File: config.mk
export PLATFORM = sky130hd
export DESIGN_NAME = frame_marker
export DESIGN_NICKNAME = d
export VERILOG_FILES = /design/src/source/cam_stream_pkg.sv /design/src/source/frame_marker.sv
export SDC_FILE = /design/constraint.sdc
export NUM_CORES = 1
export LEC_CHECK = 0
export ABC_CLOCK_PERIOD_IN_PS = 1800
export BUFFER_PORTS_ARGS = -buffer_cell sky130_fd_sc_hd__clkbuf_2
export CORE_MARGIN = 2
export CORE_UTILIZATION = 43
export DETAILED_ROUTE_END_ITERATION = 10
export PLACE_DENSITY = 0.77
export SYNTH_ARGS = -nofsm -noshare
export SYNTH_HDL_FRONTEND = slang
export SYNTH_SLANG_ARGS = --single-unit
File: constraint.sdc
create_clock -name cmos_pclk -period 1.8 [get_ports cmos_pclk]
set_input_delay 0.09 -clock cmos_pclk [delete_from_list [all_inputs] [get_ports cmos_pclk]]
set_output_delay 0.09 -clock cmos_pclk [all_outputs]
set_load 0.02 [all_outputs]
File: src/source/cam_stream_pkg.sv
package cam_stream_pkg;

  // ==========================================================
  // Stream widths
  // ==========================================================
  localparam int CAM_BYTE_W = 8;  // OV5640 parallel data bus
  localparam int PIX_W      = 16;  // One RGB565 pixel

  // ==========================================================
  // FIFO sizing
  // ==========================================================
  localparam int FIFO_DEPTH_WORDS = 2048;  // Capacity in pixel words
  localparam int FIFO_AW          = $clog2(FIFO_DEPTH_WORDS);  // Word address bits
  localparam int FIFO_BYTES       = 2 * FIFO_DEPTH_WORDS;  // Capacity in bytes
  localparam int FIFO_AF_WORDS    = 2032;  // Almost-full level in words
  localparam int FIFO_CNT_W       = 13;  // Byte count up to 4096
  localparam int PACKET_BYTES     = 512;  // One USB bulk packet

  // ==========================================================
  // Frame marker and debug rate
  // ==========================================================
  localparam logic [PIX_W-1:0] MARKER_WORD = 16'h0001;  // Start of frame tag
  localparam int MARKER_LAST  = 1000;  // Counter runs 0..1000
  localparam int MARKER_CNT_W = $clog2(MARKER_LAST + 1);

  localparam int RATE_HALF_PERIOD = 256;  // Words per toggle
  localparam int RATE_CNT_W       = $clog2(RATE_HALF_PERIOD);

  // Pixel word as it comes off the camera bus
  typedef struct packed {
    logic [4:0] top5;  // Bits 15..11
    logic [5:0] mid6;  // Bits 10..5
    logic [4:0] low5;  // Bits 4..0
  } cam_fields_t;

  typedef union packed {
    logic [PIX_W-1:0] raw;  // First byte in the high half
    cam_fields_t      cam_fields;  // Channel split of the same bits
  } pixel_word_u;

endpackage

File: src/source/frame_marker.sv
module frame_marker import cam_stream_pkg::*; (
  input  logic             cmos_pclk,
  input  logic             I_rst_n,
  input  logic             cmos_vsync_i,  // Frame sync from camera
  input  logic [PIX_W-1:0] pix_word_i,  // Captured pixel
  input  logic             pix_valid_i,  // Pixel strobe
  input  logic             almost_full_i,  // FIFO back-pressure
  output logic [PIX_W-1:0] wr_word_o,  // FIFO write data
  output logic             wr_en_o  // FIFO write strobe
);

  logic                    vsync_q;  // Vsync one cycle back
  logic                    vsync_rise;
  logic                    marker_active;  // Marker block in progress
  logic [MARKER_CNT_W-1:0] marker_cnt;  // Marker words written so far

  assign vsync_rise = cmos_vsync_i & ~vsync_q;

  // ==========================================================
  // Marker state
  // ==========================================================
  always_ff @(posedge cmos_pclk or negedge I_rst_n) begin
    if (!I_rst_n) begin
      vsync_q       <= 1'b0;
      marker_active <= 1'b0;
      marker_cnt    <= '0;
    end else begin
      vsync_q <= cmos_vsync_i;  // Edge history
      if (vsync_rise && !marker_active && !almost_full_i) begin
        marker_active <= 1'b1;  // New frame
        marker_cnt    <= '0;
      end else if (marker_active && !almost_full_i) begin
        if (marker_cnt < MARKER_CNT_W'(MARKER_LAST)) begin
          marker_cnt <= marker_cnt + 1'b1;  // One marker word out
        end else begin
          marker_active <= 1'b0;  // Last word written this cycle
        end
      end
    end
  end

  // ==========================================================
  // Write port mux
  // ==========================================================
  // Pixels lose the port while the marker runs
  assign wr_word_o = marker_active ? MARKER_WORD : pix_word_i;
  assign wr_en_o   = ~almost_full_i & (marker_active | pix_valid_i);  // Drop, never stall

  a_no_write_af : assert property (
    @(posedge cmos_pclk) disable iff (!I_rst_n)
    wr_en_o |-> !almost_full_i
  ) else $error("FIFO write while almost full");

endmodule

Word-level counts from Yosys, hierarchy flattened
Index checks and enable logic that the tools add are counted.

Register bits: 12. Input bits: 21. Output and inout port bits: 17. Word-level logic and storage cells: 27.

Add/sub/neg operators: 1. $lt $le $gt $ge: 1. Eq/ne operators: 1. Muxes and demuxes: 7. Bitwise logic cells: 5. Reductions and logical operators: 9.

Operators by type and width (number): $mux 10 (3); $mux 16 (1); $add 10x1->10 const B (1); $lt 10x10->1 const B (1); $reduce_and 2->1 (2); $reduce_bool 2->1 (2); $logic_and 1x1->1 (3); $mux 1 (3); $and 1x1->1 (2); $logic_not 1->1 (2); $ne 2x2->1 const B (1); $not 1->1 (2); $or 1x1->1 (1).

Longest topological paths before layout
Gate-level depths: netlist of run 1.

Depth after elaboration: 6. Mapped depth: 4. Depth with buffers taken out: 4.

Least setup slack after synthesis of run 1
Ideal clock, no wire load.

Path kind: reg-to-reg. Start: reg marker_cnt[4]. End: reg marker_cnt[8]. Library setup time: 0.078 ns. Data arrival time: 1.293 ns. Required time: 1.722 ns. Path slack: 0.430 ns. Cell stages (with the launch flop): 5. Buffers on the path: 0. Clock period less this slack: 1.370 ns. Cells stage by stage: dfrtp_1 o211ai_2 o2111ai_2 or3_1 a21oi_1.

Cells in the longest elaborated chain, start to end: 4. Elaborated cells on any way between the ends: 7. Those cells by class: add/sub: 1; order compare: 1; mux: 3; reduce/logical: 2.

RTL lines: start: declaration (RTL line frame_marker.sv:15) `logic [MARKER_CNT_W-1:0] marker_cnt;`; start signal: assignment (RTL line frame_marker.sv:34) `marker_cnt <= marker_cnt + 1'b1;`; $add 10x1->10 (RTL line frame_marker.sv:34); $mux 10 (RTL line frame_marker.sv:33) `if (marker_cnt < MARKER_CNT_W'(MARKER_LAST)) begin`; $mux 10 (RTL line frame_marker.sv:32) `end else if (marker_active && !almost_full_i) begin`; $mux 10 (RTL line frame_marker.sv:29) `if (vsync_rise && !marker_active && !almost_full_i) begin`.

Several ways; a longest one is shown, not always the timed one. The select of a mux whose other input is x is not followed. A chain may end at the register's enable or synchronous reset.

Worst setup path in the final report of run 1
Start: reg marker_cnt[4]. End: reg marker_cnt[3].

Cells in the longest elaborated chain, start to end: 3.

RTL lines (RTL line): $lt 10x10->1 (frame_marker.sv:33); $reduce_bool 2->1 (no line); $reduce_and 2->1 (no line).

Every way passes these cells.

==> metrics.cfg, run 1 <==
[status]
status=complete, no violations

[worst_setup_path]
arrival_ns=1.72
crit_type=flip-flop to flip-flop
slowest_stage=dfrtp_1
worstReg2RegStart=marker_cnt[4]
reg2reg_depth=4
crit_required_ns=1.99
startpoint_type=flip-flop
r2r-end=marker_cnt[3]
ff2ff_setup_slack_ns=0.28
crit_path_max_incr_delay_ns=0.44
endpoint_kind=flip-flop
crit_chain=o211ai_2 -> o21ai_1 -> or3_1 -> a21oi_1
path_max_fanout=6

[clocking]
cts_tree=done
clock_sinks=12
cts_resized=0
worst_skew_pair.late_latency_ns=0.27
ctsHoldBuffers=2
clockRootBuffer=clkbuf_4
cts_max_level=1
clockBufferDepth=2
clk_pin_slew_worst_paths_ns=0.07
cts_setup_buffers=0
numCtsBuffers=3

[route]
vias=719
dr_wl_met2_um=887
drt_wl_total_um=1690
vias_per_cell=5.33
drc=0
drtAntennaViolNets=0
drt-met1-wl_um=711
wl_per_cell_um=12.5
wl_met3_um=82
top_layer=met4
drt_iter0_drc=20
first_pass_iters=4

[die]
die_area_sq_um=2010
die_y_um=44.8
initial_utilization=0.464
design.core.area_sq_um=1540
die_w_um=44.8
fp-row-count=14
ios=38

[layout]
area_growth_pct=35.1
antenna_cells=0
fillers=134
multi_input_area_sq_um=404
nNetsFinal=143
drive_gt1_frac=0.387
fin_area_sq_um=967
seq_area_sq_um=300
mostFrequentLayoutCells=37 x clkbuf_2, 16 x nor2b_1, 12 x dfrtp_1, 10 x nand2_1
layout_commonest_cell=clkbuf_2

[timing]
max_slew_margin=0.654
final_hold_viol_count=0
drv_slew=0
layout_min_cycle_time_ns=1.52
setup_viol=0
fin_crit_sh=0.845
rsz0062_at_grt=no
worst_slew_pin_slew_ns=0.512
fin_ws_ns=0.278
tns_ns=0
fmax_mhz=657
finClkSkew_ns=0.00290

[logic_synthesis]
synth_cell_types=27
synth-seq-cells=12
synthesis.area_sq_um=716
syn_nets=100
synth.avg_cell_area_sq_um=9.18
synthCells=78
ys_warn_count=0
ys_seq_area_frac=0.420

[power]
p_sw_frac=0.389
seqPwrFrac=0.466
irDropWorstVdd_v=0.000685
intPower_w=0.000535
p_switching_w=0.000340
powerDensity_nw_per_um2=904
combinationalPowerShare=0.349
p_clk_frac=0.186
p_leak_nw=0.471

[hold_path]
worstHoldPathCells=3
min_to=marker_active
hold_path_startpoint=almost_full_i
hold_class=input pin to flip-flop

[place]
hpwl_um=1340
place_worst_setup_slack_ns=0.311
gp_congestion=0.861
io_buffers=37
placed_cell_area_sq_um=925

[job]
cap_violations=0

[global_route]
grt_max_degree=19
grt_pass1_wl_um=2650
grt_overflow=0
grt_pass1_vias=614
grt_antenna_before_repair=0
grt_use_total=0.187

critical path: cells and delay by family, from the launching register on:
kind,cells,cell delay [ns]
AOI/OAI and AO/OA,3,0.62
DFF,1,0.44
and+or+nand+nor,1,0.38
per-layer routing:
layer	track usage	vias up
li1	-	362
met1	0.213	327
met2	0.342	28
met3	0.0240	2
met4	0.0882	0
met5	0	-
registers in the layout, summed over array words and instances (netlist names):
name,flops
marker_active,1
marker_cnt,10
vsync_q,1
area by class of cell:
| class | count | area share |
|---|---|---|
| Timing Repair Buffer | 41 | 0.228 |
| Tap cell | 16 | 0.0207 |
| Clock buffer | 3 | 0.0233 |
| Sequential cell | 12 | 0.310 |
| Multi-Input combinational cell | 63 | 0.418 |
cells in the mapped netlist:
master,count,share of area
nand2b_1,1,0.0087
o31ai_1,2,0.021
or4b_1,1,0.014
o211ai_2,1,0.017
nor4b_1,1,0.012
o211ai_1,1,0.010
clkbuf_1,3,0.016
o21a_2,1,0.012
o21ai_1,1,0.0070
o21ai_0,2,0.014
nor2b_1,16,0.14
or3_1,2,0.017
nor2_1,3,0.016
ha_1,1,0.017
and4_2,1,0.014
nor3_1,2,0.014
nand2_1,10,0.052
or2_1,1,0.0087
a21oi_1,3,0.021
nor3b_1,1,0.010
nand4_1,1,0.0087
xnor2_1,1,0.012
nand3_1,4,0.028
o21a_1,1,0.010
o2111ai_2,1,0.021
mux2i_1,4,0.056
dfrtp_1,12,0.42
worst max-delay path by stage:
stage                     slack, ns             to  cells past startpoint     startpoint
after global placement         0.36  marker_cnt[8]                      4  marker_cnt[3]
after CTS                      0.29  marker_cnt[3]                      4  marker_cnt[4]
after global routing           0.12  marker_cnt[3]                      4  marker_cnt[3]
after floorplan                0.43  marker_cnt[8]                      4  marker_cnt[4]
final                          0.28  marker_cnt[3]                      4  marker_cnt[4]
after detailed placement       0.31  marker_cnt[3]                      4  marker_cnt[4]
stage by stage:
stage	hold WS [ns]	total power, W	std cells	util
floorplan	-0.206	0.000598	78	-
global placement	-0.00618	0.000694	130	0.600
detailed placement	-0.0117	0.000712	130	0.600
CTS	0.120	0.000877	135	0.627
global route	0.126	0.000940	135	0.627
finish	0.120	0.000875	135	0.627
power groups by stage:
stage,sequential [W],combinational (W),clock [W]
final,0.000407,0.000305,0.000162
after global routing,0.000419,0.000344,0.000178
after CTS,0.000406,0.000308,0.000163
after detailed placement,0.000408,0.000304,0
after global placement,0.000404,0.000290,0
after floorplan,0.000391,0.000207,0
cells by family (layout without fill, tap and decap cells):
family,after synthesis,after routing,synth area share
AND/OR/NAND/NOR,44,44,0.344
AO/OA/AOI/OAI,13,13,0.135
buffers and inverters,3,44,0.0157
XOR/XNOR,1,1,0.0122
adder cells (fa/ha/maj),1,1,0.0175
multiplexers,4,4,0.0559
flip-flops,12,12,0.420
(Power assumes the default switching activity.)
==> run 2, diff against run 1 <==
- ABC_AREA: unset -> 1
- ABC_CLOCK_PERIOD_IN_PS: 1800 -> 1480
- CORE_UTILIZATION: 43 -> 45
- clock period: 1.8 -> 1.48 ns (I/O delays scaled with it)
==> metrics.cfg, run 2 <==
[status]
status=complete, no violations  ; unchanged

[logic_synthesis]
post-synth-top-count-cell=nand2_1  ; was nor2b_1
synth-seq-cells=12  ; unchanged
ys_async_sr_fraction=1.00  ; unchanged
synth_top_family_by_area=simple AND/OR/NAND/NOR gates  ; unchanged
synth-main-ff-cell=dfrtp_1  ; unchanged
synthAdderAreaFrac=0.0150  ; was 0.0175
synth_common_cells=33 x nand2_1, 26 x nor2_1, 25 x inv_1  ; was 16 x nor2b_1, 12 x dfrtp_1, 10 x nand2_1
synth_cell_types=21  ; was 27
yosysTopAreaCell=dfrtp_1  ; unchanged
synth.avg_cell_area_sq_um=6.30  ; was 9.18 sq um
ys_seq_area_frac=0.361  ; was 0.420
synthTopCellsByArea=dfrtp_1 36%, nand2_1 15%, nor2_1 12%, inv_1 11%, nand3_1 6.6%  ; was dfrtp_1 42%, nor2b_1 14%, mux2i_1 5.6%, nand2_1 5.2%, nand3_1 2.8%
synth_edf_count=0  ; unchanged
synthSimpleGateAreaFrac=0.402  ; was 0.344
synthCells=132  ; was 78
synth_mux_area_frac=0  ; was 0.0559
synth_xor_xnor_area_share=0  ; was 0.0122
ys_warn_count=0  ; unchanged
syn_nets=154  ; was 100
yosysTopAreaCellShare=0.361  ; was 0.420
synthesis.area_sq_um=832  ; was 716 sq um
synth_compound_area_frac=0.0722  ; was 0.135

[worst_setup_path]
arrival_ns=1.31  ; was 1.72 ns
reg2reg_depth=5  ; was 4
worstReg2RegStart=marker_cnt[4]  ; unchanged
path_max_fanout=18  ; was 6
endpoint_kind=primary output  ; was flip-flop
crit_required_ns=1.41  ; was 1.99 ns
startpoint_type=flip-flop  ; unchanged
crit_type=flip-flop to primary output  ; was flip-flop to flip-flop
setup.worst_path.end=wr_word_o[0]  ; was marker_cnt[3]
critPathLaunch=marker_active  ; was marker_cnt[4]
ff2ff_setup_slack_ns=0.15  ; was 0.28 ns
r2r-end=marker_cnt[7]  ; was marker_cnt[3]

[die]
die_y_um=47  ; was 44.8 um
design.core.area_sq_um=1730  ; was 1540 sq um
die_w_um=47  ; was 44.8 um
initial_utilization=0.482  ; was 0.464
ios=38  ; unchanged
die_area_sq_um=2210  ; was 2010 sq um
fp-row-count=15  ; was 14

[global_route]
grt_antenna_before_repair=0  ; unchanged
grt_max_degree=19  ; unchanged
grt_pass1_vias=693  ; was 614
grt_use_total=0.184  ; was 0.187
grt_pass1_wl_um=2870  ; was 2650 um
grt_overflow=0  ; unchanged

[clocking]
clk_pin_slew_worst_paths_ns=0.07  ; about the same
clockBufferDepth=2  ; unchanged
cts_max_level=1  ; unchanged
cts_tree=done  ; unchanged
numCtsBuffers=3  ; unchanged
clockRootBuffer=clkbuf_4  ; unchanged
clock_sinks=12  ; unchanged
cts_setup_buffers=0  ; unchanged
worst_skew_pair.late_latency_ns=0.27  ; about the same

[layout]
area_growth_pct=29.6  ; was 35.1%
nNetsFinal=196  ; was 143
multi_input_area_sq_um=407  ; was 404 sq um
drive_gt1_frac=0.279  ; was 0.387
top_regs=marker_cnt (10), marker_active (1), vsync_q (1)  ; unchanged
layout_commonest_cell=clkbuf_2  ; unchanged
largest_reg_flops=10  ; unchanged
fillers=178  ; was 134
seq_area_sq_um=300  ; unchanged
fin_cells=197  ; was 135
antenna_cells=0  ; unchanged
largest-register=marker_cnt  ; unchanged
mostFrequentLayoutCells=37 x clkbuf_2, 33 x nand2_1, 26 x nor2_1, 25 x inv_1, 12 x dfrtp_1  ; was 37 x clkbuf_2, 16 x nor2b_1, 12 x dfrtp_1, 10 x nand2_1

[route]
drc=0  ; unchanged
drt_wl_total_um=1970  ; was 1690 um
drt_iter0_drc=26  ; was 20
vias_per_cell=4.55  ; was 5.33
drtAntennaViolNets=0  ; unchanged
first_pass_iters=4  ; unchanged
vias=897  ; was 719
wl_per_cell_um=9.98  ; was 12.5 um

[job]
cap_violations=0  ; unchanged

[timing]
final_hold_viol_count=0  ; unchanged
setup_viol=0  ; unchanged
tns_ns=0  ; unchanged
drv_slew=0  ; unchanged
layout_min_cycle_time_ns=1.39
fmax_mhz=721
max_slew_margin=0.738  ; was 0.654
rsz0062_at_grt=no  ; unchanged
worst_slew_pin_slew_ns=0.393  ; was 0.512 ns
fin_crit_sh=0.937
finClkSkew_ns=0.00442  ; was 0.00290 ns

[place]
place_inst=192  ; was 130
gp_congestion=0.891  ; was 0.861
hpwl_um=1570  ; was 1340 um
io_buffers=37  ; unchanged

[power]
powerDensity_nw_per_um2=1040  ; was 904 nW/um^2
irDropWorstVdd_v=0.000708  ; was 0.000685 V
p_leak_nw=0.632  ; was 0.471 nW

[hold_path]
hold_class=input pin to flip-flop  ; unchanged

## run 2: cell count changes in the layout (fill, tap and decap cells not counted), sizes merged, moves of 4 or more
cell and change:
mux2i -4, inv +26, nand2 +24, nor2b -16, nor2 +26, nand3 +7
## run 2: how the worst min path moves through the flow
stage / from / end / slack [ns] / depth (start not counted)
after floorplan: I_rst_n / marker_active / -0.22 / 0
after global placement: I_rst_n / marker_cnt[3] / -0.03 / 1
after detailed placement: I_rst_n / marker_cnt[6] / -0.02 / 1
after CTS: almost_full_i / marker_active / 0.11 / 3
after global routing: almost_full_i / marker_active / 0.15 / 3
final: almost_full_i / marker_active / 0.11 / 3
## run 2: power breakdown
group          internal [W]  total [W]  switching (W)
Sequential         0.000398   0.000471      0.0000729
Combinational      0.000172   0.000455       0.000283
Clock             0.0000941   0.000195       0.000101
Total              0.000663    0.00112       0.000457
## run 2: cell type report
type	instances	share of cell area
Inverter	26	0.0905
Timing Repair Buffer	41	0.204
Tap cell	25	0.0290
Clock buffer	3	0.0209
Sequential cell	12	0.278
Multi-Input combinational cell	90	0.377
## run 2: cells by family (layout without fill, tap and decap cells)
group	count (synthesis)	in the layout
and+or+nand+nor	79	79
DFF	12	12
adders and majority gates	1	1
AOI/OAI and AO/OA	10	10
buffers and inverters	30	70
## run 2: layer usage
layer | global-route usage | vias up | share of wire
li1 | - | 479 | -
met1 | 0.232 | 379 | 0.44
met2 | 0.318 | 33 | 0.47
met3 | 0.0385 | 6 | 0.084
met4 | 0.0500 | 0 | 0.0097
met5 | 0 | - | 0
## run 2: per-stage QoR
stage                     hold WS [ns]   util  total power, W  area [sq um]  worst slack, ns
after floorplan                 -0.222      -        0.000796           832            0.325
final                            0.111  0.625         0.00112          1080           0.0928
after detailed placement       -0.0170  0.600        0.000927          1040            0.179
after global placement         -0.0294  0.600        0.000914          1040            0.182
after CTS                        0.109  0.625         0.00113          1080           0.0840
after global routing             0.154  0.625         0.00122          1080          0.00779
## run 2: timing repair
item,4_1_cts,5_1_grt
hold buffers,2,0
gates resized for setup,0,1
hold endpoints to repair,13,0
setup endpoints to repair,0,1
## run 2: critical path: stages, from the launching register on
cell,delay [ns]
dfrtp_1,0.39
buf_4,0.20
or2_2,0.30
clkbuf_2,0.16
