[src/source/cam_stream_pkg.sv]
package cam_stream_pkg;

  // ==========================================================
  // Stream widths
  // ==========================================================
  localparam int CAM_BYTE_W = 8;  // OV5640 parallel data bus
  localparam int PIX_W      = 16;  // One RGB565 pixel

  // ==========================================================
  // FIFO sizing
  // ==========================================================
  localparam int FIFO_DEPTH_WORDS = 2048;  // Capacity in pixel words
  localparam int FIFO_AW          = $clog2(FIFO_DEPTH_WORDS);  // Word address bits
  localparam int FIFO_BYTES       = 2 * FIFO_DEPTH_WORDS;  // Capacity in bytes
  localparam int FIFO_AF_WORDS    = 2032;  // Almost-full level in words
  localparam int FIFO_CNT_W       = 13;  // Byte count up to 4096
  localparam int PACKET_BYTES     = 512;  // One USB bulk packet

  // ==========================================================
  // Frame marker and debug rate
  // ==========================================================
  localparam logic [PIX_W-1:0] MARKER_WORD = 16'h0001;  // Start of frame tag
  localparam int MARKER_LAST  = 1000;  // Counter runs 0..1000
  localparam int MARKER_CNT_W = $clog2(MARKER_LAST + 1);

  localparam int RATE_HALF_PERIOD = 256;  // Words per toggle
  localparam int RATE_CNT_W       = $clog2(RATE_HALF_PERIOD);

  // Pixel word as it comes off the camera bus
  typedef struct packed {
    logic [4:0] top5;  // Bits 15..11
    logic [5:0] mid6;  // Bits 10..5
    logic [4:0] low5;  // Bits 4..0
  } cam_fields_t;

  typedef union packed {
    logic [PIX_W-1:0] raw;  // First byte in the high half
    cam_fields_t      cam_fields;  // Channel split of the same bits
  } pixel_word_u;

endpackage

[src/source/pixel_capture.sv]
module pixel_capture import cam_stream_pkg::*; (
  input  logic                  cmos_pclk,
  input  logic                  I_rst_n,
  input  logic                  cmos_href_i,  // Line valid
  input  logic [CAM_BYTE_W-1:0] cmos_db_i,  // Camera byte
  output logic [PIX_W-1:0]      pix_word_o,  // Reordered RGB565
  output logic                  pix_valid_o,  // One strobe per word
  output logic                  rate_tick_o  // Activity toggle
);

  logic                  byte_phase;  // High while expecting second byte
  logic [CAM_BYTE_W-1:0] first_byte;  // Held high byte of the pair
  pixel_word_u           pair_word;  // Both bytes side by side
  logic                  word_done;  // Second byte on the bus
  logic [RATE_CNT_W-1:0] rate_cnt;  // Words since last toggle

  // ==========================================================
  // Byte pairing
  // ==========================================================
  assign pair_word.raw = {first_byte, cmos_db_i};  // First byte high
  assign word_done     = cmos_href_i & byte_phase;

  always_ff @(posedge cmos_pclk or negedge I_rst_n) begin
    if (!I_rst_n) begin
      byte_phase <= 1'b0;
    end else if (!cmos_href_i) begin
      byte_phase <= 1'b0;  // Realign at every line gap
    end else begin
      byte_phase <= ~byte_phase;
    end
  end

  always_ff @(posedge cmos_pclk) begin
    if (cmos_href_i && !byte_phase) begin
      first_byte <= cmos_db_i;  // Capture first half
    end
  end

  // ==========================================================
  // Word output with channel swap
  // ==========================================================
  always_ff @(posedge cmos_pclk or negedge I_rst_n) begin
    if (!I_rst_n) begin
      pix_valid_o <= 1'b0;
    end else begin
      pix_valid_o <= word_done;  // Lags second byte by one cycle
    end
  end

  // Low field to top, top field to bottom
  always_ff @(posedge cmos_pclk) begin
    if (word_done) begin
      pix_word_o <= {pair_word.cam_fields.low5,
                     pair_word.cam_fields.mid6,
                     pair_word.cam_fields.top5};
    end
  end

  // ==========================================================
  // Activity toggle
  // ==========================================================
  always_ff @(posedge cmos_pclk or negedge I_rst_n) begin
    if (!I_rst_n) begin
      rate_cnt    <= '0;
      rate_tick_o <= 1'b0;
    end else if (word_done) begin
      if (rate_cnt == RATE_CNT_W'(RATE_HALF_PERIOD - 1)) begin
        rate_cnt    <= '0;  // Wrap
        rate_tick_o <= ~rate_tick_o;  // Half period done
      end else begin
        rate_cnt <= rate_cnt + 1'b1;
      end
    end
  end

  // Pairing means a word needs at least two bus cycles
  a_valid_spaced : assert property (
    @(posedge cmos_pclk) disable iff (!I_rst_n)
    pix_valid_o |=> !pix_valid_o
  ) else $error("pix_valid_o high on consecutive cycles");

endmodule

[config.mk]
export PLATFORM = sky130hd
export DESIGN_NAME = pixel_capture
export DESIGN_NICKNAME = d
export VERILOG_FILES = /design/src/source/cam_stream_pkg.sv /design/src/source/pixel_capture.sv
export SDC_FILE = /design/constraint.sdc
export NUM_CORES = 1
export LEC_CHECK = 0
export BUFFER_PORTS_ARGS = -buffer_cell sky130_fd_sc_hd__clkbuf_2
export CORE_AREA = 2 2 55 57
export CTS_BUF_LIST = sky130_fd_sc_hd__clkbuf_8
export CTS_CLUSTER_DIAMETER = 150
export DETAILED_ROUTE_END_ITERATION = 10
export DIE_AREA = 0 0 57 59
export PLACE_DENSITY = 0.79
export SETUP_SLACK_MARGIN = 0.5
export SYNTH_ARGS = -nofsm -noshare
export SYNTH_HDL_FRONTEND = slang
export SYNTH_SLANG_ARGS = --single-unit
[constraint.sdc]
create_clock -name cmos_pclk -period 1.8 [get_ports cmos_pclk]
set_input_delay 0.36 -clock cmos_pclk [delete_from_list [all_inputs] [get_ports cmos_pclk]]
set_output_delay 0.36 -clock cmos_pclk [all_outputs]
set_load 0.1 [all_outputs]
Word level (Yosys, flattened, before mapping)
Index checks and enable logic that the tools add are counted.
{"block": "word_totals", "romBits": 0, "mem_bits_rw": 0, "latch_bits": 0, "output_inout_bits": 18, "mem_count": 0, "in_bits": 11, "elab_cells": 16, "ff_bits": 35}
{"block": "op_classes", "multipliers": 0, "muxes": 2, "bitwise_logic": 3, "magnitude_cmp": 0, "n_shift": 0, "n_eq_ne": 1, "div_mod_pow": 0, "n_addsub": 1, "n_reduce_logical": 3}
{"op": "8-bit by 1-bit adder with 8-bit output (second input constant)", "count": 1}
{"op": "8-bit equality test (second input constant)", "count": 1}
{"op": "8-bit 2-to-1 mux", "count": 1}
{"op": "1-bit NOT", "count": 2}
{"op": "2-bit AND reduction", "count": 1}
{"op": "1-bit bitwise AND", "count": 1}
{"op": "1-bit logical AND", "count": 1}
{"op": "1-bit logical NOT", "count": 1}
{"op": "1-bit 2-to-1 mux", "count": 1}

Logic depth before layout (Yosys ltp)
Gate-level depths: netlist of the first run.
{"block": "depth", "word_depth": 2, "depth_mapped": 4, "mapped_depth_nobuf": 4}

Least setup slack after synthesis of the first run
Ideal clock, no wire load.
{"block": "synth_timing", "kind": "reg-to-reg", "startpoint": "reg rate_cnt[0]", "endpoint": "reg rate_cnt[5]", "path_slack_ns": 0.469, "stages_incl_launch_ff": 5, "path_buffers": 0, "t_arrival_ns": 1.205, "synth_period_minus_slack_ns": 1.331, "required_time_ns": 1.674, "setup_ns": 0.126, "path_cell_list": "dfrtp_1 -> ha_1 -> nand4_2 -> or2_0 -> a311o_1"}
{"block": "synth_via", "elab_chain_cells": 2, "word_cells_on_any_way": 3, "cone_classes": "add/sub: 1; eq/ne: 1; mux: 1"}
{"element": "start: declaration", "line": "pixel_capture.sv:15", "rtl": "logic [RATE_CNT_W-1:0] rate_cnt;"}
{"element": "start signal: assignment", "line": "pixel_capture.sv:71", "rtl": "rate_cnt <= rate_cnt + 1'b1;"}
{"element": "8-bit by 1-bit adder with 8-bit output or 8-bit equality test (tied branches)", "line": "pixel_capture.sv:71, pixel_capture.sv:67"}
{"element": "8-bit 2-to-1 mux (*)", "line": "pixel_capture.sv:67", "rtl": "if (rate_cnt == RATE_CNT_W'(RATE_HALF_PERIOD - 1)) begin"}
Every way passes the cells marked *; elsewhere a longest branch is shown, timed or not.
A chain may end at the register's enable or synchronous reset.

Final worst setup path of the first run
Same ends and word-level chain as after synthesis.

==> flow_summary.yaml, run 1 <==
status:
  status: "completed"
setup_path:
  critPathRequiredTime_ns: 1.96
  path_buf_inv: 0
  cp_slowest_cell: "dfrtp_2"
  reg2reg_to: "rate_cnt[5]$_DFFE_PN0P_"
  critPathLaunchType: "register"
  worst_ep_arrival_time_ns: 1.51
  endpoint_kind: "register"
  ff2ff_path_depth: 4
  path_class: "register to register"
  critical_path.top_delay_family: "flip-flops"
  crit_chain: "ha_4, nand4_4, or2_0, a311o_1"
  rrSetupSlack_ns: 0.45
  rr_startpoint: "rate_cnt[0]$_DFFE_PN0P_"
  cp_max_fo: 4
  slowest_delay_ns: 0.43
cts:
  root_buffer: "clkbuf_8"
  clk_latency_ns: 0.28
  clk_pin_slew_ns: 0.06
  clk_path_buf_depth: 2
  cts_sinks: 35
  numCtsBuffers: 5
  cts_max_level: 2
  cts_tree: "done"
global_route:
  grt_pass1_wl_microns: 3160
  grt_usage_pct: 13.0
  grt_pass1_vias: 713
  grt_overflow: 0
  grt_max_degree: 18
  antenna_found_initial: 0
sta:
  fmax_mhz: 741
  report.final.slew_viol_count: 0
  slew_headroom_pct: 81.6
  finalSetupViolCount: 0
  rsz0062_at_grt: "true"
  post-route-min-period_ns: 1.35
  hold_violations: 0
  tns_ns: 0
  period_share_pct: 75.0
  skew_ns: 0.00490
  tightest_slew_ns: 0.276
logic_synthesis:
  ys_warn_count: 0
  synth-async-reset-ratio_pct: 31.4
  synth_adder_area_share_pct: 1.03
  yosys.area_share.simple_pct: 9.86
  syn_area_sq_mm: 0.00122
  synth_ff_type: "edfxtp_1"
  synth_compound_area_share_pct: 2.26
  yosysSeqAreaShare_pct: 81.7
  synth_top_family_by_area: "simple AND/OR/NAND/NOR gates"
  ys_ff_latch: 35
  synth.distinct_cells: 25
  synthXorXnorAreaFrac_pct: 3.59
  synth_fp_nets: 81
  synth_edf_count: 24
  synthCells: 69
  syn_avg_cell_area_sq_um: 17.7
  muxShareOfSynthArea_pct: 0.924
die:
  coreArea_sq_mm: 0.00271
  dieArea_sq_mm: 0.00336
  fp.dieH_microns: 59
  rows: 19
  initial_core_util_pct: 45.0
  io_pins: 29
  chipWidth_microns: 57
hold_path:
  hold_end: "pix_word_o[15]$_DFFE_PP_"
  holdPathStages: 1
  min_from: "cmos_db_i[4]"
  hp-class: "input pin to register"
power_and_ir_drop:
  powerDensity_mw_per_mm2: 1130
  leakage_uw: 0.000679
  totalPowerFinal_uw: 1890
  ir_drop_mv: 1.00
route:
  wl_per_cell_microns: 14.0
  drtIter0Drc: 19
  drc_errors: 0
  drt_wl_total_microns: 1980
  dr.pass1.iters: 4
  avgViaCountPerCell: 5.02
  vias: 713
  antenna_left: 0
layout:
  layout_commonest_cell: "edfxtp_1"
  layout-drive-gt1-share_pct: 45.0
  layout_common_cells: "24 x edfxtp_1, 13 x clkbuf_8, 13 x buf_4"
  diodes: 0
  nets: 122
  area_growth_syn_to_layout_pct: 37.6
placed_design:
  port_buffers: 28
  gp_congestion: 0.801
  dpl.hpwl_microns: 1360
run:
  maxCapViolCount: 0
==> per-layer routing <==
layer	part of all wire [%]	routed length, microns	vias up	track usage [%]
met2	49	964	36	20.7
met3	9.6	190	8	5.24
li1	-	-	335	-
met4	3.1	61	0	9.30
met5	0	0	-	0
met1	39	764	334	14.0
==> worst max path at each step <==
stage               slack [ns]               startpoint  depth (start not counted)                      end
floorplan                 0.52  rate_cnt[2]$_DFFE_PN0P_                          3  rate_cnt[5]$_DFFE_PN0P_
global placement          0.41              cmos_href_i                          4  rate_cnt[5]$_DFFE_PN0P_
detailed placement        0.36              cmos_href_i                          4  rate_cnt[5]$_DFFE_PN0P_
CTS                       0.45  rate_cnt[0]$_DFFE_PN0P_                          4  rate_cnt[5]$_DFFE_PN0P_
global route              0.42  rate_cnt[0]$_DFFE_PN0P_                          4  rate_cnt[5]$_DFFE_PN0P_
finish                    0.45  rate_cnt[0]$_DFFE_PN0P_                          4  rate_cnt[5]$_DFFE_PN0P_
==> layout make-up <==
cell class | instances | area [sq um]
Fill cell | 202 | 1030
Sequential cell | 35 | 1000
Timing Repair Buffer | 34 | 290
Multi-Input combinational cell | 32 | 259
Clock buffer | 5 | 68.8
Tap cell | 31 | 38.8
Clock inverter | 3 | 12.5
Inverter | 2 | 7.51
==> stage by stage <==
| stage | cell area (sq um) | hold slack, ns | worst slack [ns] | utilization (%) | instances |
|---|---|---|---|---|---|
| final | 1680 | 0.272 | 0.450 | 61.9 | 142 |
| after global routing | 1680 | 0.267 | 0.420 | 61.9 | 142 |
| after CTS | 1640 | 0.266 | 0.445 | 60.4 | 140 |
| after detailed placement | 1420 | 0.252 | 0.355 | 52.3 | 129 |
| after global placement | 1420 | 0.251 | 0.406 | 52.3 | 129 |
| after floorplan | 1230 | 0.0644 | 0.516 | - | 69 |
==> synth_stat cells (2+ instances only) <==
master / count / area share [%]
dfrtp_1: 11 / 23
edfxtp_1: 24 / 59
inv_1: 2 / 0.62
nand2_1: 3 / 0.92
nand3_1: 4 / 1.6
nor2_1: 3 / 0.92
xor2_1: 4 / 2.9
==> kinds of logic after synthesis <==
group / after synthesis
buffers and inverters: 2
DFF: 35
adders and majority gates: 1
xor gates and xnor gates: 5
AOI/OAI and AO/OA: 4
and+or+nand+nor: 21
muxes: 1
==> power by group <==
| part | switching (uW) | internal [uW] | leakage [uW] |
|---|---|---|---|
| sequential | 89.3 | 950 | 0.000354 |
| combinational | 207 | 136 | 0.000278 |
| clock | 248 | 259 | 0.0000468 |
| total | 544 | 1340 | 0.000679 |
==> state kept, by name (all words and copies together) (netlist names) <==
register and count:
first_byte 8, byte_phase 1, pix_valid_o 1, rate_tick_o 1, pix_word_o 16, rate_cnt 8
==> repair_timing <==
| action | CTS | global route |
|---|---|---|
| endpoints found under the hold margin | 11 | 0 |
| hold buffers | 1 | 0 |
| endpoints found under the setup margin | 22 | 12 |
| buffers inserted | 2 | 2 |
| pin swaps | 0 | 1 |
| gates resized for setup | 29 | 17 |
Power figures use the tool's default switching activity.
==> inputs of run 2 (changes only) <==
- PLACE_DENSITY: 0.79 -> 0.81
- clock period: 1.8 -> 1.1 ns (I/O delays scaled with it)
==> run 2 against run 1 <==
Die area is the same. The flow now finishes with violations (hold timing, setup timing). First-iteration DRC count fell by 11%. Clock power grew 70%. Critical path depth down 1. Hold slack got worse by 0.47 ns. Final cell count rose by 9.9%.
==> flow_summary.yaml, run 2 (synthesized netlist as in run 1, its figures left out) <==
sta:
  slew_headroom_pct: 80.7
  tns_ns: -3.39
  rsz0062_at_grt: "true"
  post-route-min-period_ns: 1.36
  hold_ws_ns: -0.203
  report.final.slew_viol_count: 0
  period_share_pct: 123
  tightest_slew_ns: 0.289
  hold_violations: 11
  fin_ws_ns: -0.257
  fmax_mhz: 737
  finalSetupViolCount: 41
  skew_ns: 0.00747
global_route:
  grt_overflow: 0
  grt_pass1_wl_microns: 3680
  grt_pass1_vias: 792
  antenna_found_initial: 0
  grt_usage_pct: 15.4
  grt_max_degree: 18
cts:
  cts_max_level: 2
  cts_tree: "done"
  clk_latency_ns: 0.29
  root_buffer: "clkbuf_8"
  clk_pin_slew_ns: 0.07
  cts_sinks: 35
  numCtsBuffers: 5
  clk_path_buf_depth: 2
layout:
  top_register: "pix_word_o"
  area_growth_syn_to_layout_pct: 64.8
  diodes: 0
  top_regs: "pix_word_o (16), first_byte (8), rate_cnt (8)"
  layout-drive-gt1-share_pct: 54.4
  layout_commonest_cell: "edfxtp_1"
  nets: 136
  layout_common_cells: "24 x edfxtp_1, 19 x buf_12, 13 x buf_4"
  largest_reg_flops: 16
die:
  dieArea_sq_mm: 0.00336
  rows: 19
  initial_core_util_pct: 45.0
  fp.dieH_microns: 59
  chipWidth_microns: 57
  coreArea_sq_mm: 0.00271
  io_pins: 29
setup_path:
  worst_ep_arrival_time_ns: 1.52
  endpoint_kind: "register"
  path_class: "register to register"
  cp_max_fo: 3
  rrSetupSlack_ns: -0.26
  rr_startpoint: "rate_cnt[0]$_DFFE_PN0P_"
  critPathLaunchType: "register"
  ff2ff_path_depth: 3
  reg2reg_to: "rate_cnt[5]$_DFFE_PN0P_"
  critPathRequiredTime_ns: 1.26
placed_design:
  dpl.hpwl_microns: 1550
  gp_congestion: 0.774
  pre_cts_ws_ns: -0.248
  port_buffers: 28
route:
  vias: 805
  antenna_left: 0
  wl_per_cell_microns: 16.5
  drt_wl_total_microns: 2570
  avgViaCountPerCell: 5.16
  dr.pass1.iters: 4
  drtIter0Drc: 17
  drc_errors: 0
status:
  failed_checks: "hold timing, setup timing"
  status: "finished, violations left"
power_and_ir_drop:
  leakage_uw: 0.000824
  powerDensity_mw_per_mm2: 1680
  ir_drop_mv: 1.24
hold_path:
  hp-class: "input pin to async pin"
run:
  maxCapViolCount: 0
## run 2: cell types whose count changed in the layout (fill, tap and decap cells not counted), sizes merged
cell / change
and2b: +1
clkbuf: -7
dlygate4sd3: -1
buf: +21
## run 2: through the flow
| step | cell area, sq um | util, % | std cells | total power [uW] |
|---|---|---|---|---|
| floorplan | 1240 | - | 69 | 2010 |
| global placement | 1760 | 65.1 | 136 | 2270 |
| detailed placement | 1760 | 65.1 | 136 | 2300 |
| CTS | 1950 | 71.9 | 151 | 3280 |
| global route | 2010 | 74.1 | 156 | 3530 |
| finish | 2010 | 74.1 | 156 | 3370 |
## run 2: layer usage
layer	wire, microns	track usage [%]	vias up
li1	-	-	369
met1	1050	17.3	392
met2	1240	25.3	33
met3	176	5.02	11
met4	98	10.3	0
met5	0	0	-
## run 2: worst max-delay path by stage
stage          cells past startpoint                    start                 endpoint
3_5_place_dp                       4  rate_cnt[0]$_DFFE_PN0P_  rate_cnt[5]$_DFFE_PN0P_
4_1_cts                            3  rate_cnt[1]$_DFFE_PN0P_  rate_cnt[5]$_DFFE_PN0P_
5_1_grt                            4  rate_cnt[0]$_DFFE_PN0P_  rate_cnt[5]$_DFFE_PN0P_
6_report                           3  rate_cnt[0]$_DFFE_PN0P_  rate_cnt[5]$_DFFE_PN0P_
3_3_place_gp                       4  rate_cnt[0]$_DFFE_PN0P_  rate_cnt[5]$_DFFE_PN0P_
2_1_floorplan                      3  rate_cnt[2]$_DFFE_PN0P_  rate_cnt[5]$_DFFE_PN0P_
## run 2: final cells by class
class	count	area [sq um]
sequential	35	1000
fill	171	702
timing repair buffer	47	598
multi-input combinational	33	278
clock buffer	5	68.8
tap	31	38.8
clock inverter	3	12.5
inverter	2	7.51
## run 2: timing repair
| item | 4_1_cts | 5_1_grt |
|---|---|---|
| pin swaps | 4 | 4 |
| endpoints found under the hold margin | 11 | 11 |
| endpoints found under the setup margin | 61 | 61 |
| gates cloned | 1 | 1 |
| setup buffers | 6 | 4 |
| gates resized for setup | 13 | 2 |
## run 2: critical path, cell delays in order, from the launching register on
cell and delay [ns]:
dfrtp_1 0.41, nand3_1 0.14, or2_2 0.30, a311o_1 0.38
## run 2: where the power goes
| group | internal [uW] | leakage, uW | total (uW) | switching, uW |
|---|---|---|---|---|
| sequential | 1550 | 0.000352 | 1670 | 123 |
| combinational | 424 | 0.000425 | 834 | 410 |
| clock | 425 | 0.0000468 | 862 | 437 |
| total | 2400 | 0.000824 | 3370 | 970 |
==> inputs of run 3 (changes only) <==
- CORE_AREA: 2 2 55 57 -> 2 2 67 69
- DIE_AREA: 0 0 57 59 -> 0 0 69 71
- PLACE_DENSITY: 0.81 -> 0.6
- clock period: 1.1 -> 1.69 ns (I/O delays scaled with it)
==> run 3 against run 2 <==
The run now ends clean. Clock-buffer cell count unchanged. Register-to-register slack better by 0.65 ns. Cell area down 5.5%. Global-route usage down 5.1 points. Sequential power down 34%. Sequential cell count unchanged. Non-clock buffer count down 6. Worst setup slack better by 0.65 ns. Wire length down 11%. Largest cell class unchanged. Largest power group unchanged.
==> flow_summary.yaml, run 3 (synthesized netlist as in run 1, its figures left out) <==
die:
  chipWidth_microns: 69
  initial_core_util_pct: 29.0
  rows: 24
  dieArea_sq_mm: 0.00490
  coreArea_sq_mm: 0.00420
  io_pins: 29
  fp.dieH_microns: 71
placed_design:
  dpl_cell_area_sq_mm: 0.00145
  dpl.hpwl_microns: 1470
  port_buffers: 28
  gp_congestion: 0.751
  pre_cts_ws_ns: 0.268
setup_path:
  cp_max_fo: 4
  rr_startpoint: "rate_cnt[1]$_DFFE_PN0P_"
  ff2ff_path_depth: 4
  rrSetupSlack_ns: 0.40
  worst_ep_arrival_time_ns: 1.46
  endpoint_kind: "register"
  path_class: "register to register"
  endpoint: "rate_cnt[5]$_DFFE_PN0P_"
  cp-startpoint: "rate_cnt[1]$_DFFE_PN0P_"
  critPathLaunchType: "register"
  reg2reg_to: "rate_cnt[5]$_DFFE_PN0P_"
  critPathRequiredTime_ns: 1.86
global_route:
  grt_pass1_wl_microns: 3770
  grt_overflow: 0
  grt_max_degree: 18
  antenna_found_initial: 0
  grt_usage_pct: 10.3
  grt_pass1_vias: 805
layout:
  top_register: "pix_word_o"
  post-route-util_pct: 45.1
  design_area_sq_mm: 0.00190
  diodes: 0
  seqCellArea_sq_mm: 0.00100
  multi_input_area_sq_um: 272
  area_growth_syn_to_layout_pct: 55.6
  nFillCells: 386
  nets: 129
  top_regs: "pix_word_o (16), first_byte (8), rate_cnt (8)"
  layout_commonest_cell: "edfxtp_1"
  layout_common_cells: "24 x edfxtp_1, 16 x buf_8, 10 x clkbuf_2, 10 x buf_4, 6 x dfrtp_1"
  largest_reg_flops: 16
  layout-drive-gt1-share_pct: 54.2
hold_path:
  hp-class: "input pin to register"
cts:
  clk_path_buf_depth: 2
  root_buffer: "clkbuf_8"
  cts_sinks: 35
  clk_latency_ns: 0.28
  clk_pin_slew_ns: 0.07
  numCtsBuffers: 5
  cts_max_level: 2
  cts_tree: "done"
sta:
  report.final.slew_viol_count: 0
  tightest_slew_ns: 0.282
  slew_headroom_pct: 81.0
  period_share_pct: 76.5
  rsz0062_at_grt: "true"
  post-route-min-period_ns: 1.29
  skew_ns: 0.00568
  finalSetupViolCount: 0
  hold_violations: 0
  fmax_mhz: 773
  tns_ns: 0
  fin_ws_ns: 0.397
power_and_ir_drop:
  leakage_uw: 0.000760
  p_int_uw: 1670
  switching_power_uw: 621
  combPwrFrac_pct: 21.0
  seq_power_share_pct: 47.9
  swShare_pct: 27.1
  p_clk_share_pct: 31.1
  ir_drop_mv: 0.590
  powerDensity_mw_per_mm2: 1210
route:
  drt_wl_total_microns: 2290
  drc_errors: 0
  drtIter0Drc: 48
  antenna_left: 0
  dr.pass1.iters: 4
  wl_per_cell_microns: 13.5
  avgViaCountPerCell: 4.38
  vias: 745
run:
  maxCapViolCount: 0
status:
  status: "completed"
-- run 3: cell types whose count changed in the layout (fill, tap and decap cells not counted), moves of 3 or more --
cell     change
buf_12      -18
buf_4        -3
dfrtp_2      +4
buf_8       +16
-- run 3: layout make-up --
type | count | area share, %
sequential | 35 | 52.8
timing repair buffer | 41 | 23.4
multi-input combinational | 32 | 14.3
clock buffer | 5 | 3.63
tap | 52 | 3.43
clock inverter | 3 | 2.04
inverter | 2 | 0.396
-- run 3: metal layers --
| metal | track usage [%] | part of all wire (%) |
|---|---|---|
| met2 | 19.0 | 57 |
| met1 | 10.1 | 37 |
| met3 | 3.56 | 5.4 |
| met5 | 0 | 0 |
| met4 | 5.88 | 0.35 |
-- run 3: repair_timing --
item,in CTS,in global routing
setup endpoints to repair,39,31
pin swaps,4,5
resized for setup,42,27
setup buffers,9,2
hold buffers,1,0
hold endpoints to repair,11,0
-- run 3: power by group through the flow --
stage | Sequential (uW) | Combinational, uW | Clock [uW]
after floorplan | 1190 | 120 | 0
after global placement | 1090 | 281 | 0
after detailed placement | 1100 | 297 | 0
after CTS | 1090 | 466 | 741
after global routing | 1110 | 522 | 785
final | 1100 | 482 | 713
-- run 3: worst min path at each step --
stage,to,cells past startpoint,startpoint
after floorplan,byte_phase$_DFF_PN0_,0,I_rst_n
after global placement,rate_cnt[0]$_DFFE_PN0P_,1,I_rst_n
after detailed placement,rate_cnt[0]$_DFFE_PN0P_,1,I_rst_n
after CTS,first_byte[4]$_DFFE_PP_,1,cmos_db_i[4]
after global routing,pix_word_o[15]$_DFFE_PP_,1,cmos_db_i[4]
final,first_byte[7]$_DFFE_PP_,1,cmos_db_i[7]
-- run 3: through the flow --
step	hold slack (ns)	total power [uW]	std cells
finish	0.247	2290	170
CTS	0.231	2300	168
detailed placement	0.230	1390	150
floorplan	0.0424	1310	69
global placement	0.224	1370	150
global route	0.223	2420	170
-- run 3: worst max-delay path, stage by stage, from the launching register on --
cell,delay [ns]
dfrtp_1,0.41
ha_4,0.17
nand4_4,0.08
or2_0,0.22
a311o_1,0.30
